$ cat src/rtl/csr_pkg.sv
package csr_pkg;

  // Machine-mode CSR numbers
  typedef logic [11:0] csr_addr_t;

  localparam csr_addr_t CSR_MSTATUS   = 12'h300;
  localparam csr_addr_t CSR_MIE       = 12'h304;
  localparam csr_addr_t CSR_MTVEC     = 12'h305;
  localparam csr_addr_t CSR_MEPC      = 12'h341;
  localparam csr_addr_t CSR_MIP       = 12'h344;
  localparam csr_addr_t CSR_MCYCLE    = 12'hB00;
  localparam csr_addr_t CSR_MINSTRET  = 12'hB02;
  localparam csr_addr_t CSR_MCYCLEH   = 12'hB80;
  localparam csr_addr_t CSR_MINSTRETH = 12'hB82;
  localparam csr_addr_t CSR_MVENDORID = 12'hF11;
  localparam csr_addr_t CSR_MARCHID   = 12'hF12;
  localparam csr_addr_t CSR_MIMPID    = 12'hF13;
  localparam csr_addr_t CSR_MHARTID   = 12'hF14;

  localparam logic [31:0] MTVEC_BASE = 32'h0001_0000;  // Direct mode only

  localparam int MEIE_BIT = 11;
  localparam int MEIP_BIT = 11;

  // MIE, MPIE and MPP are the only writable mstatus bits
  localparam logic [31:0] MSTATUS_WMASK = 32'h0000_1888;
  localparam logic [1:0]  MPP_M         = 2'b11;

  typedef enum logic [2:0] {
    OP_RW   = 3'd0,
    OP_RS   = 3'd1,
    OP_RC   = 3'd2,
    OP_MRET = 3'd3,
    OP_WFI  = 3'd4
  } csr_op_e;

  // Command as held by the pipeline while req_i is high
  typedef struct packed {
    csr_op_e     op;
    csr_addr_t   addr;
    logic [31:0] wdata;
  } csr_cmd_t;

  // One-cycle access from the command port to the register file
  typedef struct packed {
    logic        valid;
    csr_op_e     op;
    csr_addr_t   addr;
    logic [31:0] operand;
  } csr_access_t;

  typedef struct packed {
    logic [18:0] zero_hi;   // 31:13
    logic [1:0]  mpp;       // 12:11
    logic [2:0]  zero_mid;  // 10:8
    logic        mpie;      // 7
    logic [2:0]  zero_lo;   // 6:4
    logic        mie;       // 3
    logic [2:0]  zero_bot;  // 2:0
  } mstatus_fields_t;

  typedef union packed {
    logic [31:0]     raw;
    mstatus_fields_t f;
  } csr_word_u;

  typedef struct packed {
    logic        valid;
    logic [31:0] target;
  } redirect_t;

endpackage

$ cat src/rtl/csr_cmd_port.sv
`timescale 1ns/1ns

module csr_cmd_port (
  input  logic                  clk,
  input  logic                  rstn,
  input  logic                  req_i,
  input  csr_pkg::csr_cmd_t     cmd_i,
  output logic                  ack_o,
  output logic [31:0]           rdata_o,
  output csr_pkg::csr_access_t  access_o,
  input  logic [31:0]           rd_data_i,
  input  logic                  wake_i,
  output logic                  busy_o
);

  typedef enum logic [1:0] {
    ST_IDLE,
    ST_ACCESS,
    ST_WAIT_WAKE,
    ST_ACKED
  } state_e;

  state_e state_q;
  state_e state_d;

  // Next state
  always_comb begin
    state_d = state_q;
    unique case (state_q)
      ST_IDLE: begin
        if (req_i) begin
          state_d = (cmd_i.op == csr_pkg::OP_WFI) ? ST_WAIT_WAKE : ST_ACCESS;
        end
      end
      ST_WAIT_WAKE: begin
        if (wake_i) begin
          state_d = ST_ACCESS;  // Retire the wfi once woken
        end
      end
      ST_ACCESS: state_d = ST_ACKED;
      ST_ACKED: begin
        if (!req_i) begin
          state_d = ST_IDLE;
        end
      end
      default: state_d = ST_IDLE;
    endcase
  end

  always_ff @(posedge clk or negedge rstn) begin
    if (!rstn) begin
      state_q <= ST_IDLE;
    end else begin
      state_q <= state_d;
    end
  end

  // Read data captured together with the register update
  always_ff @(posedge clk or negedge rstn) begin
    if (!rstn) begin
      rdata_o <= '0;
    end else if (state_q == ST_ACCESS) begin
      rdata_o <= (cmd_i.op == csr_pkg::OP_WFI) ? 32'h0 : rd_data_i;
    end
  end

  // cmd_i is stable while req_i is high, so it feeds the access directly
  always_comb begin
    access_o.valid   = (state_q == ST_ACCESS);
    access_o.op      = cmd_i.op;
    access_o.addr    = cmd_i.addr;
    access_o.operand = cmd_i.wdata;
  end

  assign ack_o  = (state_q == ST_ACKED);
  assign busy_o = req_i || (state_q != ST_IDLE);  // Keeps traps out of a command

endmodule

$ cat src/rtl/csr_regfile.sv
`timescale 1ns/1ns

module csr_regfile (
  input  logic                  clk,
  input  logic                  rstn,
  input  csr_pkg::csr_access_t  access_i,
  output logic [31:0]           rd_data_o,
  input  logic [31:0]           pc_i,
  input  logic                  meip_i,
  input  logic                  take_i,
  output logic                  irq_ready_o,
  output csr_pkg::redirect_t    ret_o
);

  csr_pkg::csr_word_u mstatus;
  logic               meie;
  logic [31:0]        mepc;
  logic [63:0]        mcycle;
  logic [63:0]        minstret;

  logic [31:0] mie_word;
  logic [31:0] mip_word;
  logic [31:0] csr_val;   // Current value at access_i.addr
  logic [31:0] wdata;     // Value after the read-modify-write
  logic        wr_en;
  logic        ret_en;

  always_comb begin
    mie_word           = '0;
    mie_word[csr_pkg::MEIE_BIT] = meie;
    mip_word           = '0;
    mip_word[csr_pkg::MEIP_BIT] = meip_i;
  end

  // Read decode
  always_comb begin
    unique case (access_i.addr)
      csr_pkg::CSR_MSTATUS:   csr_val = mstatus.raw;
      csr_pkg::CSR_MIE:       csr_val = mie_word;
      csr_pkg::CSR_MTVEC:     csr_val = csr_pkg::MTVEC_BASE;
      csr_pkg::CSR_MEPC:      csr_val = mepc;
      csr_pkg::CSR_MIP:       csr_val = mip_word;
      csr_pkg::CSR_MCYCLE:    csr_val = mcycle[31:0];
      csr_pkg::CSR_MCYCLEH:   csr_val = mcycle[63:32];
      csr_pkg::CSR_MINSTRET:  csr_val = minstret[31:0];
      csr_pkg::CSR_MINSTRETH: csr_val = minstret[63:32];
      csr_pkg::CSR_MVENDORID,
      csr_pkg::CSR_MARCHID,
      csr_pkg::CSR_MIMPID,
      csr_pkg::CSR_MHARTID:   csr_val = 32'h0;
      default:                csr_val = 32'h0;
    endcase
  end

  // mret returns the saved pc instead of a CSR
  assign rd_data_o = (access_i.op == csr_pkg::OP_MRET) ? mepc : csr_val;

  always_comb begin
    unique case (access_i.op)
      csr_pkg::OP_RS: wdata = csr_val | access_i.operand;
      csr_pkg::OP_RC: wdata = csr_val & ~access_i.operand;
      default:        wdata = access_i.operand;
    endcase
  end

  assign wr_en = access_i.valid && (access_i.op == csr_pkg::OP_RW ||
                                    access_i.op == csr_pkg::OP_RS ||
                                    access_i.op == csr_pkg::OP_RC);
  assign ret_en = access_i.valid && (access_i.op == csr_pkg::OP_MRET);

  // mstatus: trap entry, then mret, then software writes
  always_ff @(posedge clk or negedge rstn) begin
    if (!rstn) begin
      mstatus.raw <= '0;
    end else if (take_i) begin
      mstatus.f.mpie <= mstatus.f.mie;
      mstatus.f.mie  <= 1'b0;
      mstatus.f.mpp  <= csr_pkg::MPP_M;
    end else if (ret_en) begin
      mstatus.f.mie  <= mstatus.f.mpie;
      mstatus.f.mpie <= 1'b1;
      mstatus.f.mpp  <= csr_pkg::MPP_M;
    end else if (wr_en && access_i.addr == csr_pkg::CSR_MSTATUS) begin
      mstatus.raw <= wdata & csr_pkg::MSTATUS_WMASK;
    end
  end

  always_ff @(posedge clk or negedge rstn) begin
    if (!rstn) begin
      meie <= 1'b0;
    end else if (wr_en && access_i.addr == csr_pkg::CSR_MIE) begin
      meie <= wdata[csr_pkg::MEIE_BIT];  // Only MEIE is implemented
    end
  end

  always_ff @(posedge clk or negedge rstn) begin
    if (!rstn) begin
      mepc <= '0;
    end else if (take_i) begin
      mepc <= pc_i;
    end else if (wr_en && access_i.addr == csr_pkg::CSR_MEPC) begin
      mepc <= {wdata[31:2], 2'b00};
    end
  end

  // Counters, read-only from software
  always_ff @(posedge clk or negedge rstn) begin
    if (!rstn) begin
      mcycle   <= '0;
      minstret <= '0;
    end else begin
      mcycle <= mcycle + 64'd1;
      if (access_i.valid) begin
        minstret <= minstret + 64'd1;  // One per retired command
      end
    end
  end

  assign irq_ready_o = mstatus.f.mie && meie && meip_i;

  assign ret_o.valid  = ret_en;
  assign ret_o.target = mepc;

endmodule

$ cat src/rtl/csr_trap_ctrl.sv
`timescale 1ns/1ns

module csr_trap_ctrl (
  input  logic                clk,
  input  logic                rstn,
  input  logic                irq_i,
  input  logic                irq_ready_i,
  input  logic                busy_i,
  input  csr_pkg::redirect_t  ret_i,
  output logic                meip_o,
  output logic                take_o,
  output logic                wake_o,
  output csr_pkg::redirect_t  redirect_o
);

  logic irq_meta;
  logic irq_sync;

  // Two-flop synchroniser on the external interrupt
  always_ff @(posedge clk or negedge rstn) begin
    if (!rstn) begin
      irq_meta <= 1'b0;
      irq_sync <= 1'b0;
    end else begin
      irq_meta <= irq_i;
      irq_sync <= irq_meta;
    end
  end

  assign meip_o = irq_sync;

  // wfi wakes on any pending interrupt, enabled globally or not
  assign wake_o = irq_sync;

  // Traps wait for the command port to go idle
  assign take_o = irq_ready_i && !busy_i;

  always_ff @(posedge clk or negedge rstn) begin
    if (!rstn) begin
      redirect_o <= '0;
    end else if (take_o) begin
      redirect_o.valid  <= 1'b1;
      redirect_o.target <= csr_pkg::MTVEC_BASE;
    end else if (ret_i.valid) begin
      redirect_o <= ret_i;  // Back to mepc
    end else begin
      redirect_o.valid <= 1'b0;
    end
  end

endmodule

$ cat src/rtl/csr_unit.sv
`timescale 1ns/1ns

module csr_unit (
  input  logic                clk,
  input  logic                rstn,
  input  logic                req_i,
  input  csr_pkg::csr_cmd_t   cmd_i,
  output logic                ack_o,
  output logic [31:0]         rdata_o,
  input  logic                irq_i,
  input  logic [31:0]         pc_i,
  output csr_pkg::redirect_t  redirect_o
);

  csr_pkg::csr_access_t access;
  logic [31:0]          rd_data;
  logic                 busy;
  logic                 wake;
  logic                 meip;
  logic                 take;
  logic                 irq_ready;
  csr_pkg::redirect_t   ret;

  csr_cmd_port i_cmd_port (
    .clk       (clk),
    .rstn      (rstn),
    .req_i     (req_i),
    .cmd_i     (cmd_i),
    .ack_o     (ack_o),
    .rdata_o   (rdata_o),
    .access_o  (access),
    .rd_data_i (rd_data),
    .wake_i    (wake),
    .busy_o    (busy)
  );

  csr_regfile i_regfile (
    .clk         (clk),
    .rstn        (rstn),
    .access_i    (access),
    .rd_data_o   (rd_data),
    .pc_i        (pc_i),
    .meip_i      (meip),
    .take_i      (take),
    .irq_ready_o (irq_ready),
    .ret_o       (ret)
  );

  csr_trap_ctrl i_trap_ctrl (
    .clk         (clk),
    .rstn        (rstn),
    .irq_i       (irq_i),
    .irq_ready_i (irq_ready),
    .busy_i      (busy),
    .ret_i       (ret),
    .meip_o      (meip),
    .take_o      (take),
    .wake_o      (wake),
    .redirect_o  (redirect_o)
  );

endmodule

$ cat config.mk
export PLATFORM = sky130hd
export DESIGN_NAME = csr_unit
export DESIGN_NICKNAME = d
export VERILOG_FILES = /design/src/rtl/csr_pkg.sv /design/src/rtl/csr_cmd_port.sv /design/src/rtl/csr_regfile.sv /design/src/rtl/csr_trap_ctrl.sv /design/src/rtl/csr_unit.sv
export SDC_FILE = /design/constraint.sdc
export NUM_CORES = 1
export LEC_CHECK = 0
export BUFFER_PORTS_ARGS = -buffer_cell sky130_fd_sc_hd__buf_2
export CORE_MARGIN = 10
export CORE_UTILIZATION = 27
export DETAILED_ROUTE_END_ITERATION = 10
export PLACE_DENSITY_LB_ADDON = 0.08
export SKIP_CTS_REPAIR_TIMING = 1
export SLEW_MARGIN = 20
export SYNTH_ARGS = -nofsm -noshare
export SYNTH_HDL_FRONTEND = slang
export SYNTH_SLANG_ARGS = --single-unit
export TNS_END_PERCENT = 50
$ cat constraint.sdc
create_clock -name clk -period 2.4 [get_ports clk]
set_input_delay 0 -clock clk [delete_from_list [all_inputs] [get_ports clk]]
set_output_delay 0 -clock clk [all_outputs]
set_load 0.02 [all_outputs]
==> flow_results.xml, run 1 <==
<?xml version="1.0" encoding="UTF-8"?>
<metrics>
  <group name="grt">
    <metric name="global_route.overflow_total" unit="">0</metric>
    <metric name="antenna_found_initial" unit="">0</metric>
    <metric name="grt_max_degree" unit="">73</metric>
    <metric name="grt_pass1_wl" unit="µm">64800</metric>
    <metric name="grtUsageTotal" unit="">0.157</metric>
    <metric name="via_count_of_the_first_global_routing_pass" unit="">9807</metric>
  </group>
  <group name="setup_path">
    <metric name="critical_path.endpoint" unit="">i_regfile.minstret[41]</metric>
    <metric name="worstPathRequired" unit="ps">2840</metric>
    <metric name="critical_path.max_fanout" unit="">6</metric>
    <metric name="criticalPathCategory" unit="">reg -&gt; reg</metric>
    <metric name="worstSetupStartpoint" unit="">i_cmd_port.state_q[1]</metric>
    <metric name="critical_path.n_buffers_inverters" unit="">2</metric>
    <metric name="reg2reg_depth" unit="">8</metric>
    <metric name="critPathSlowestCell" unit="">dfrtp_1</metric>
    <metric name="startpoint_type" unit="">register</metric>
    <metric name="timing.critical_path.cells" unit="">inv_1 &gt; ha_2 &gt; and4_1 &gt; or3b_1 &gt; buf_4 &gt; nor4_4 &gt; nand4_1 &gt; xnor2_1</metric>
    <metric name="critical_path_arrival" unit="ps">2630</metric>
    <metric name="r2r_slack" unit="ps">210</metric>
    <metric name="worst_setup_end_kind" unit="">register</metric>
    <metric name="rr_endpoint" unit="">i_regfile.minstret[41]</metric>
    <metric name="worstSetupPathDepth" unit="">8</metric>
    <metric name="r2r_startpoint" unit="">i_cmd_port.state_q[1]</metric>
    <metric name="timing.critical_path.slowest_cell_delay" unit="ps">390</metric>
    <metric name="cell_family_contributing_the_most_delay_on_the_critical_path" unit="">simple AND/OR/NAND/NOR gates</metric>
  </group>
  <group name="drt">
    <metric name="postRouteWirelength" unit="µm">42700</metric>
    <metric name="drt_iter0_markers" unit="">706</metric>
    <metric name="vias" unit="">9793</metric>
    <metric name="drt-pass1-iter-count" unit="">5</metric>
    <metric name="final_routed_drc_violation_total" unit="">0</metric>
    <metric name="routed_vias_inst" unit="">4.93</metric>
    <metric name="post_drt_wl_per_cell" unit="µm">21.5</metric>
    <metric name="post_detailed_route_count_of_antenna_violating_nets" unit="">0</metric>
  </group>
  <group name="floorplanning">
    <metric name="die_width" unit="µm">230</metric>
    <metric name="number_of_placed_i_o_pins" unit="">149</metric>
    <metric name="placement_rows" unit="">76</metric>
    <metric name="core_area" unit="µm²">43400</metric>
    <metric name="floorplan.initialDensity" unit="">0.275</metric>
    <metric name="floorplan.die_area" unit="µm²">52900</metric>
    <metric name="die_h" unit="µm">230</metric>
  </group>
  <group name="synth">
    <metric name="syn-instance-count" unit="">1118</metric>
    <metric name="number_of_flops_mapped_to_enable_cells_by_yosys" unit="">0</metric>
    <metric name="synth.ff_latch_count" unit="">234</metric>
    <metric name="ys_async_sr_fraction" unit="">1.00</metric>
    <metric name="postSynth.topFlopCell" unit="">dfrtp_1</metric>
    <metric name="avgSynthCellArea" unit="µm²">10.7</metric>
    <metric name="synth_warnings" unit="">0</metric>
    <metric name="netlist_area" unit="µm²">11900</metric>
    <metric name="synth_cell_type_count" unit="">65</metric>
    <metric name="seq_total_area_yosys" unit="">0.492</metric>
    <metric name="synth_fp_nets" unit="">1208</metric>
  </group>
  <group name="sta">
    <metric name="finalSetupViolations" unit="">0</metric>
    <metric name="hold_ws" unit="ps">-12.3</metric>
    <metric name="layout_worst_path_cycle_share" unit="">0.912</metric>
    <metric name="tightestPinTransition" unit="ps">626</metric>
    <metric name="timing.slew.headroom" unit="">0.582</metric>
    <metric name="finalWorstSetupSlack" unit="ps">210</metric>
    <metric name="max_clock_freq" unit="GHz">0.457</metric>
    <metric name="post-route-min-period" unit="ps">2190</metric>
    <metric name="clock-skew-final" unit="ps">16.0</metric>
    <metric name="final-hold-violation-count" unit="">1</metric>
    <metric name="grt_setup_unrepaired" unit="">false</metric>
    <metric name="report.final.slew_viol_count" unit="">0</metric>
    <metric name="setup_tns" unit="ps">0</metric>
  </group>
  <group name="clock_network">
    <metric name="cts_buffer_depth" unit="">3</metric>
    <metric name="insertion_delay" unit="ps">570</metric>
    <metric name="cts_sinks" unit="">234</metric>
    <metric name="htree_levels" unit="">1</metric>
    <metric name="cts_tree" unit="">done</metric>
    <metric name="root_buffer" unit="">clkbuf_16</metric>
    <metric name="clk_pin_slew" unit="ps">60</metric>
    <metric name="cts_buffers" unit="">30</metric>
  </group>
  <group name="job">
    <metric name="max_cap_violations" unit="">0</metric>
  </group>
  <group name="min_path">
    <metric name="beginning_of_the_worst_hold_path" unit="">cmd_i[34]</metric>
    <metric name="hold_class" unit="">in -&gt; reg</metric>
  </group>
  <group name="power_and_ir_drop">
    <metric name="p_per_area" unit="nW/µm²">634</metric>
    <metric name="leak_pwr" unit="nW">6.99</metric>
    <metric name="peak_supply_drop" unit="mV">0.480</metric>
  </group>
  <group name="placed_design">
    <metric name="place.port_buffers" unit="">146</metric>
    <metric name="dp_hpwl" unit="µm">31300</metric>
    <metric name="dp_slack" unit="ps">152</metric>
    <metric name="place_congestion" unit="">0.815</metric>
  </group>
  <group name="cells_and_area">
    <metric name="regArea" unit="µm²">5860</metric>
    <metric name="multi_input_area" unit="µm²">5730</metric>
    <metric name="layout-area-overhead-vs-synth" unit="%">29.9</metric>
    <metric name="n_fill_cell" unit="">4349</metric>
    <metric name="drive_gt1_frac" unit="">0.226</metric>
    <metric name="num-nets-final" unit="">1469</metric>
  </group>
  <group name="status">
    <metric name="result_of_the_run" unit="">finished with violations</metric>
    <metric name="violations" unit="">negative hold slack</metric>
  </group>
</metrics>
-- per-layer routing --
| metal | GRT usage | up-vias | routed length, µm | part of all wire |
|---|---|---|---|---|
| met5 | 0 | - | 0 | 0 |
| met4 | 0.0333 | 0 | 642 | 0.015 |
| met3 | 0.0240 | 35 | 1820 | 0.043 |
| li1 | - | 4633 | - | - |
| met2 | 0.249 | 211 | 19700 | 0.46 |
| met1 | 0.223 | 4914 | 20600 | 0.48 |
-- tightest hold or removal path, delay by kind of cell --
family | cells | cell delay (ps)
AND/OR/NAND/NOR | 3 | 310
buffers and inverters | 1 | 150
AO/OA/AOI/OAI | 1 | 50
-- flip-flops by register name (all words and copies together), names as in the netlist --
name,cells
i_regfile.mcycle,64
i_regfile.minstret,64
i_trap_ctrl.redirect_o,33
i_cmd_port.rdata_o,32
i_regfile.mepc,32
i_regfile.mstatus,4
i_cmd_port.state_q,2
i_regfile.meie,1
i_trap_ctrl.irq_meta,1
i_trap_ctrl.meip_o,1
-- synth_stat cells (all sizes together) (9+ instances only) --
cell type / n / area (µm²)
a222oi: 22 / 220
nand4: 43 / 297
o21ai: 32 / 160
o2bb2ai: 17 / 149
nor3: 43 / 220
or3: 9 / 56.3
xor2: 53 / 464
clkbuf: 27 / 101
dfrtp: 234 / 5860
nand2: 161 / 604
buf: 27 / 126
mux4: 31 / 706
nor4: 16 / 209
nor2: 55 / 206
a22oi: 24 / 180
a21oi: 39 / 195
mux2i: 20 / 200
and4: 10 / 88.8
inv: 35 / 131
nand3: 50 / 265
xnor2: 74 / 648
a22o: 21 / 184
-- layout by cell type (no fill, tap or decap), types with 35 or more instances in the layout --
cell,netlist,layout
buf_4,0,59
dlygate4sd3_1,0,67
xnor2_1,74,74
nand2_1,161,161
nand4_1,40,40
buf_2,20,145
dfrtp_1,234,234
nor2_1,55,54
nor3_1,42,42
a21oi_1,39,39
xor2_1,53,53
inv_1,35,35
nand3_1,47,47
-- through the flow --
stage / cell area, µm² / power [mW] / cells / util / hold slack (ps)
after global routing: 15500 / 10.2 / 1985 / 0.357 / 3.46
after global placement: 13800 / 5.42 / 1865 / 0.319 / 40.7
after detailed placement: 13800 / 5.42 / 1865 / 0.319 / 36.1
final: 15500 / 9.81 / 1986 / 0.357 / -12.3
after floorplan: 11900 / 4.80 / 1118 / - / -296
after CTS: 14800 / 9.88 / 1918 / 0.341 / -577
-- final cells by class --
type,instances,area share
Tap cell,585,0.0473
Sequential cell,234,0.378
Timing Repair Buffer,283,0.134
Clock buffer,49,0.0576
Multi-Input combinational cell,795,0.370
Inverter,35,0.00849
Clock inverter,4,0.00364
Antenna cell,1,0.000162
-- how the worst min path moves through the flow --
stage                                       endpoint  slack (ps)  cells after the start
after CTS                 i_trap_ctrl.redirect_o[21]        -580                      1
after floorplan                i_cmd_port.rdata_o[0]        -300                      0
after global placement    i_trap_ctrl.redirect_o[21]          40                      1
after detailed placement  i_trap_ctrl.redirect_o[21]          40                      1
final                                 i_regfile.meie         -10                      5
after global routing                  i_regfile.meie           3                      5
-- power by group --
group / switching [mW] / internal (mW)
clock: 1.77 / 2.62
sequential: 0.117 / 4.06
combinational: 0.778 / 0.468
total: 2.66 / 7.15
-- logic make-up (layout without fill, tap and decap cells) --
| logic type | count (synthesis) | after routing | synth area share |
|---|---|---|---|
| other | 0 | 1 | 0 |
| AND/OR/NAND/NOR | 421 | 421 | 0.187 |
| multiplexers | 52 | 52 | 0.0770 |
| AO/OA/AOI/OAI | 188 | 188 | 0.114 |
| adder cells (fa/ha/maj) | 7 | 7 | 0.00735 |
| buffers and inverters | 89 | 371 | 0.0301 |
| flip-flops | 234 | 234 | 0.492 |
| XOR/XNOR | 127 | 127 | 0.0934 |
No activity file was read; power rests on OpenSTA's default activity.
==> inputs of run 2 (changes only) <==
BUFFER_PORTS_ARGS = -buffer_cell sky130_fd_sc_hd__buf_4   (was -buffer_cell sky130_fd_sc_hd__buf_2)
PLACE_DENSITY_LB_ADDON = 0.25   (was 0.08)
==> flow_results.xml, run 2 (synthesis gave the netlist of run 1 again) <==
<?xml version="1.0" encoding="UTF-8"?>
<metrics>
  <group name="grt">
    <metric name="global_route.overflow_total" unit="">0</metric>
    <metric name="antenna_found_initial" unit="">2</metric>
    <metric name="grt_pass1_wl" unit="µm">58800</metric>
    <metric name="via_count_of_the_first_global_routing_pass" unit="">9551</metric>
    <metric name="grt_max_degree" unit="">71</metric>
    <metric name="grtUsageTotal" unit="">0.139</metric>
  </group>
  <group name="setup_path">
    <metric name="criticalPathCategory" unit="">reg -&gt; reg</metric>
    <metric name="timing.critical_path.slowest_cell_delay" unit="ps">430</metric>
    <metric name="cell_family_contributing_the_most_delay_on_the_critical_path" unit="">simple AND/OR/NAND/NOR gates</metric>
    <metric name="timing.critical_path.cells" unit="">inv_2 &gt; ha_2 &gt; and4_1 &gt; or3b_4 &gt; nor4_4 &gt; nand3_1 &gt; xnor2_1</metric>
    <metric name="startpoint_type" unit="">register</metric>
    <metric name="critical_path.n_buffers_inverters" unit="">1</metric>
    <metric name="critical_path_arrival" unit="ps">2650</metric>
    <metric name="worst_setup_end_kind" unit="">register</metric>
    <metric name="critPathSlowestCell" unit="">or3b_4</metric>
    <metric name="critical_path.max_fanout" unit="">6</metric>
    <metric name="worstPathRequired" unit="ps">2830</metric>
  </group>
  <group name="clock_network">
    <metric name="cts_sinks" unit="">234</metric>
    <metric name="htree_levels" unit="">1</metric>
    <metric name="insertion_delay" unit="ps">550</metric>
    <metric name="cts_tree" unit="">done</metric>
    <metric name="root_buffer" unit="">clkbuf_16</metric>
    <metric name="cts_buffers" unit="">27</metric>
    <metric name="cts_buffer_depth" unit="">3</metric>
    <metric name="clk_pin_slew" unit="ps">70</metric>
  </group>
  <group name="placed_design">
    <metric name="place_congestion" unit="">0.879</metric>
    <metric name="placedInstanceArea" unit="µm²">14100</metric>
    <metric name="dp_hpwl" unit="µm">27800</metric>
    <metric name="place.port_buffers" unit="">146</metric>
  </group>
  <group name="power_and_ir_drop">
    <metric name="power.share.clock" unit="">0.436</metric>
    <metric name="register_share_of_total_power" unit="">0.435</metric>
    <metric name="p_switching" unit="mW">2.56</metric>
    <metric name="cellInternalPower" unit="mW">7.06</metric>
    <metric name="share_comb_of_total_power" unit="">0.129</metric>
    <metric name="p_per_area" unit="nW/µm²">610</metric>
    <metric name="leak_pwr" unit="nW">7.01</metric>
    <metric name="peak_supply_drop" unit="mV">0.407</metric>
    <metric name="switching_part_of_the_total_power" unit="">0.266</metric>
  </group>
  <group name="drt">
    <metric name="drt-pass1-iter-count" unit="">7</metric>
    <metric name="drt_iter0_markers" unit="">840</metric>
    <metric name="post_detailed_route_count_of_antenna_violating_nets" unit="">0</metric>
    <metric name="postRouteWirelength" unit="µm">38400</metric>
    <metric name="wl_met3" unit="µm">1850</metric>
    <metric name="routed_vias_inst" unit="">4.95</metric>
    <metric name="final_routed_drc_violation_total" unit="">0</metric>
    <metric name="vias" unit="">9785</metric>
    <metric name="routed-wl-met2" unit="µm">17600</metric>
    <metric name="topRoutingLayerUsed" unit="">met4</metric>
    <metric name="wl_met1" unit="µm">18200</metric>
    <metric name="post_drt_wl_per_cell" unit="µm">19.4</metric>
  </group>
  <group name="cells_and_area">
    <metric name="design_area" unit="µm²">15800</metric>
    <metric name="mostFrequentLayoutCell" unit="">dfrtp_1</metric>
    <metric name="drive_gt1_frac" unit="">0.227</metric>
    <metric name="layout_common_cells" unit="">dfrtp_1 (234), buf_4 (198), nand2_1 (161), xnor2_1 (74), dlygate4sd3_1 (68)</metric>
    <metric name="layout_top_registers" unit="">i_regfile.mcycle (64), i_regfile.minstret (64), i_trap_ctrl.redirect_o (33)</metric>
    <metric name="n_fill_cell" unit="">4301</metric>
    <metric name="layout-area-overhead-vs-synth" unit="%">32.3</metric>
    <metric name="num-nets-final" unit="">1461</metric>
  </group>
  <group name="status">
    <metric name="result_of_the_run" unit="">completed</metric>
  </group>
  <group name="floorplanning">
    <metric name="die_width" unit="µm">230</metric>
    <metric name="floorplan.initialDensity" unit="">0.275</metric>
    <metric name="floorplan.die_area" unit="µm²">52900</metric>
    <metric name="placement_rows" unit="">76</metric>
    <metric name="number_of_placed_i_o_pins" unit="">149</metric>
    <metric name="die_h" unit="µm">230</metric>
    <metric name="core_area" unit="µm²">43400</metric>
  </group>
  <group name="sta">
    <metric name="timing.slew.headroom" unit="">0.410</metric>
    <metric name="report.final.slew_viol_count" unit="">0</metric>
    <metric name="tightestPinTransition" unit="ps">881</metric>
    <metric name="layout_worst_path_cycle_share" unit="">0.927</metric>
    <metric name="finalSetupViolations" unit="">0</metric>
    <metric name="post-route-min-period" unit="ps">2230</metric>
    <metric name="grt_setup_unrepaired" unit="">false</metric>
    <metric name="setup_tns" unit="ps">0</metric>
    <metric name="clock-skew-final" unit="ps">10.8</metric>
    <metric name="final-hold-violation-count" unit="">0</metric>
    <metric name="max_clock_freq" unit="GHz">0.449</metric>
  </group>
  <group name="job">
    <metric name="max_cap_violations" unit="">0</metric>
  </group>
  <group name="min_path">
    <metric name="hold_class" unit="">in -&gt; reg</metric>
  </group>
</metrics>
==> run 2: worst paths after layout <==
check	start	to	slack, ps	cells after the start
worst max-delay path	i_cmd_port.state_q[1]	i_regfile.minstret[45]	170	7
worst min-delay path	cmd_i[35]	i_regfile.meie	30	6
worst max register to register	i_cmd_port.state_q[1]	i_regfile.minstret[45]	170	7
worst min register to register	i_trap_ctrl.irq_meta	i_trap_ctrl.meip_o	350	0
max in group asynchronous	rstn	i_regfile.mcycle[1]	1500	3
min in group asynchronous	rstn	i_cmd_port.state_q[0]	60	2
==> run 2: power by group through the flow <==
stage                     Combinational [mW]  Sequential (mW)  Clock, mW
after floorplan                        0.581             4.22          0
after global placement                  1.12             4.24          0
after detailed placement                1.14             4.24          0
after CTS                               1.14             4.17       4.30
after global routing                    1.34             4.19       4.45
final                                   1.24             4.18       4.20
==> run 2: metal layers <==
metal	vias to the layer above	global-route usage
met5	-	0
met4	0	0.0397
met3	44	0.0241
met2	249	0.217
met1	4906	0.192
li1	4586	-
==> run 2: area by class of cell <==
cell class,instances,area (µm²),share of cell area
multi-input cells,795,5730,0.364
well taps,585,732,0.0465
flip-flops and latches,234,5860,0.372
inverters,35,131,0.00834
diodes,2,5.00,0.000318
clock inverters,10,110,0.00699
clock buffers,39,791,0.0502
repair buffers,278,2400,0.152
==> run 2: worst reg2reg max path, stage by stage, from the launching register on <==
cell	delay, ps
dfrtp_1	400
inv_2	90
ha_2	200
and4_1	250
or3b_4	430
nor4_4	430
nand3_1	160
xnor2_1	150
==> run 2: stage by stage <==
step / util / setup slack, ps / power, mW / hold WS [ps] / std cells
after floorplan: - / 249 / 4.80 / -296 / 1118
after global placement: 0.326 / 124 / 5.37 / 23.8 / 1857
after detailed placement: 0.326 / 95.2 / 5.38 / 19.9 / 1857
after CTS: 0.347 / 85.1 / 9.61 / -558 / 1906
after global routing: 0.363 / 21.6 / 9.99 / 50.6 / 1977
final: 0.363 / 175 / 9.61 / 25.8 / 1978
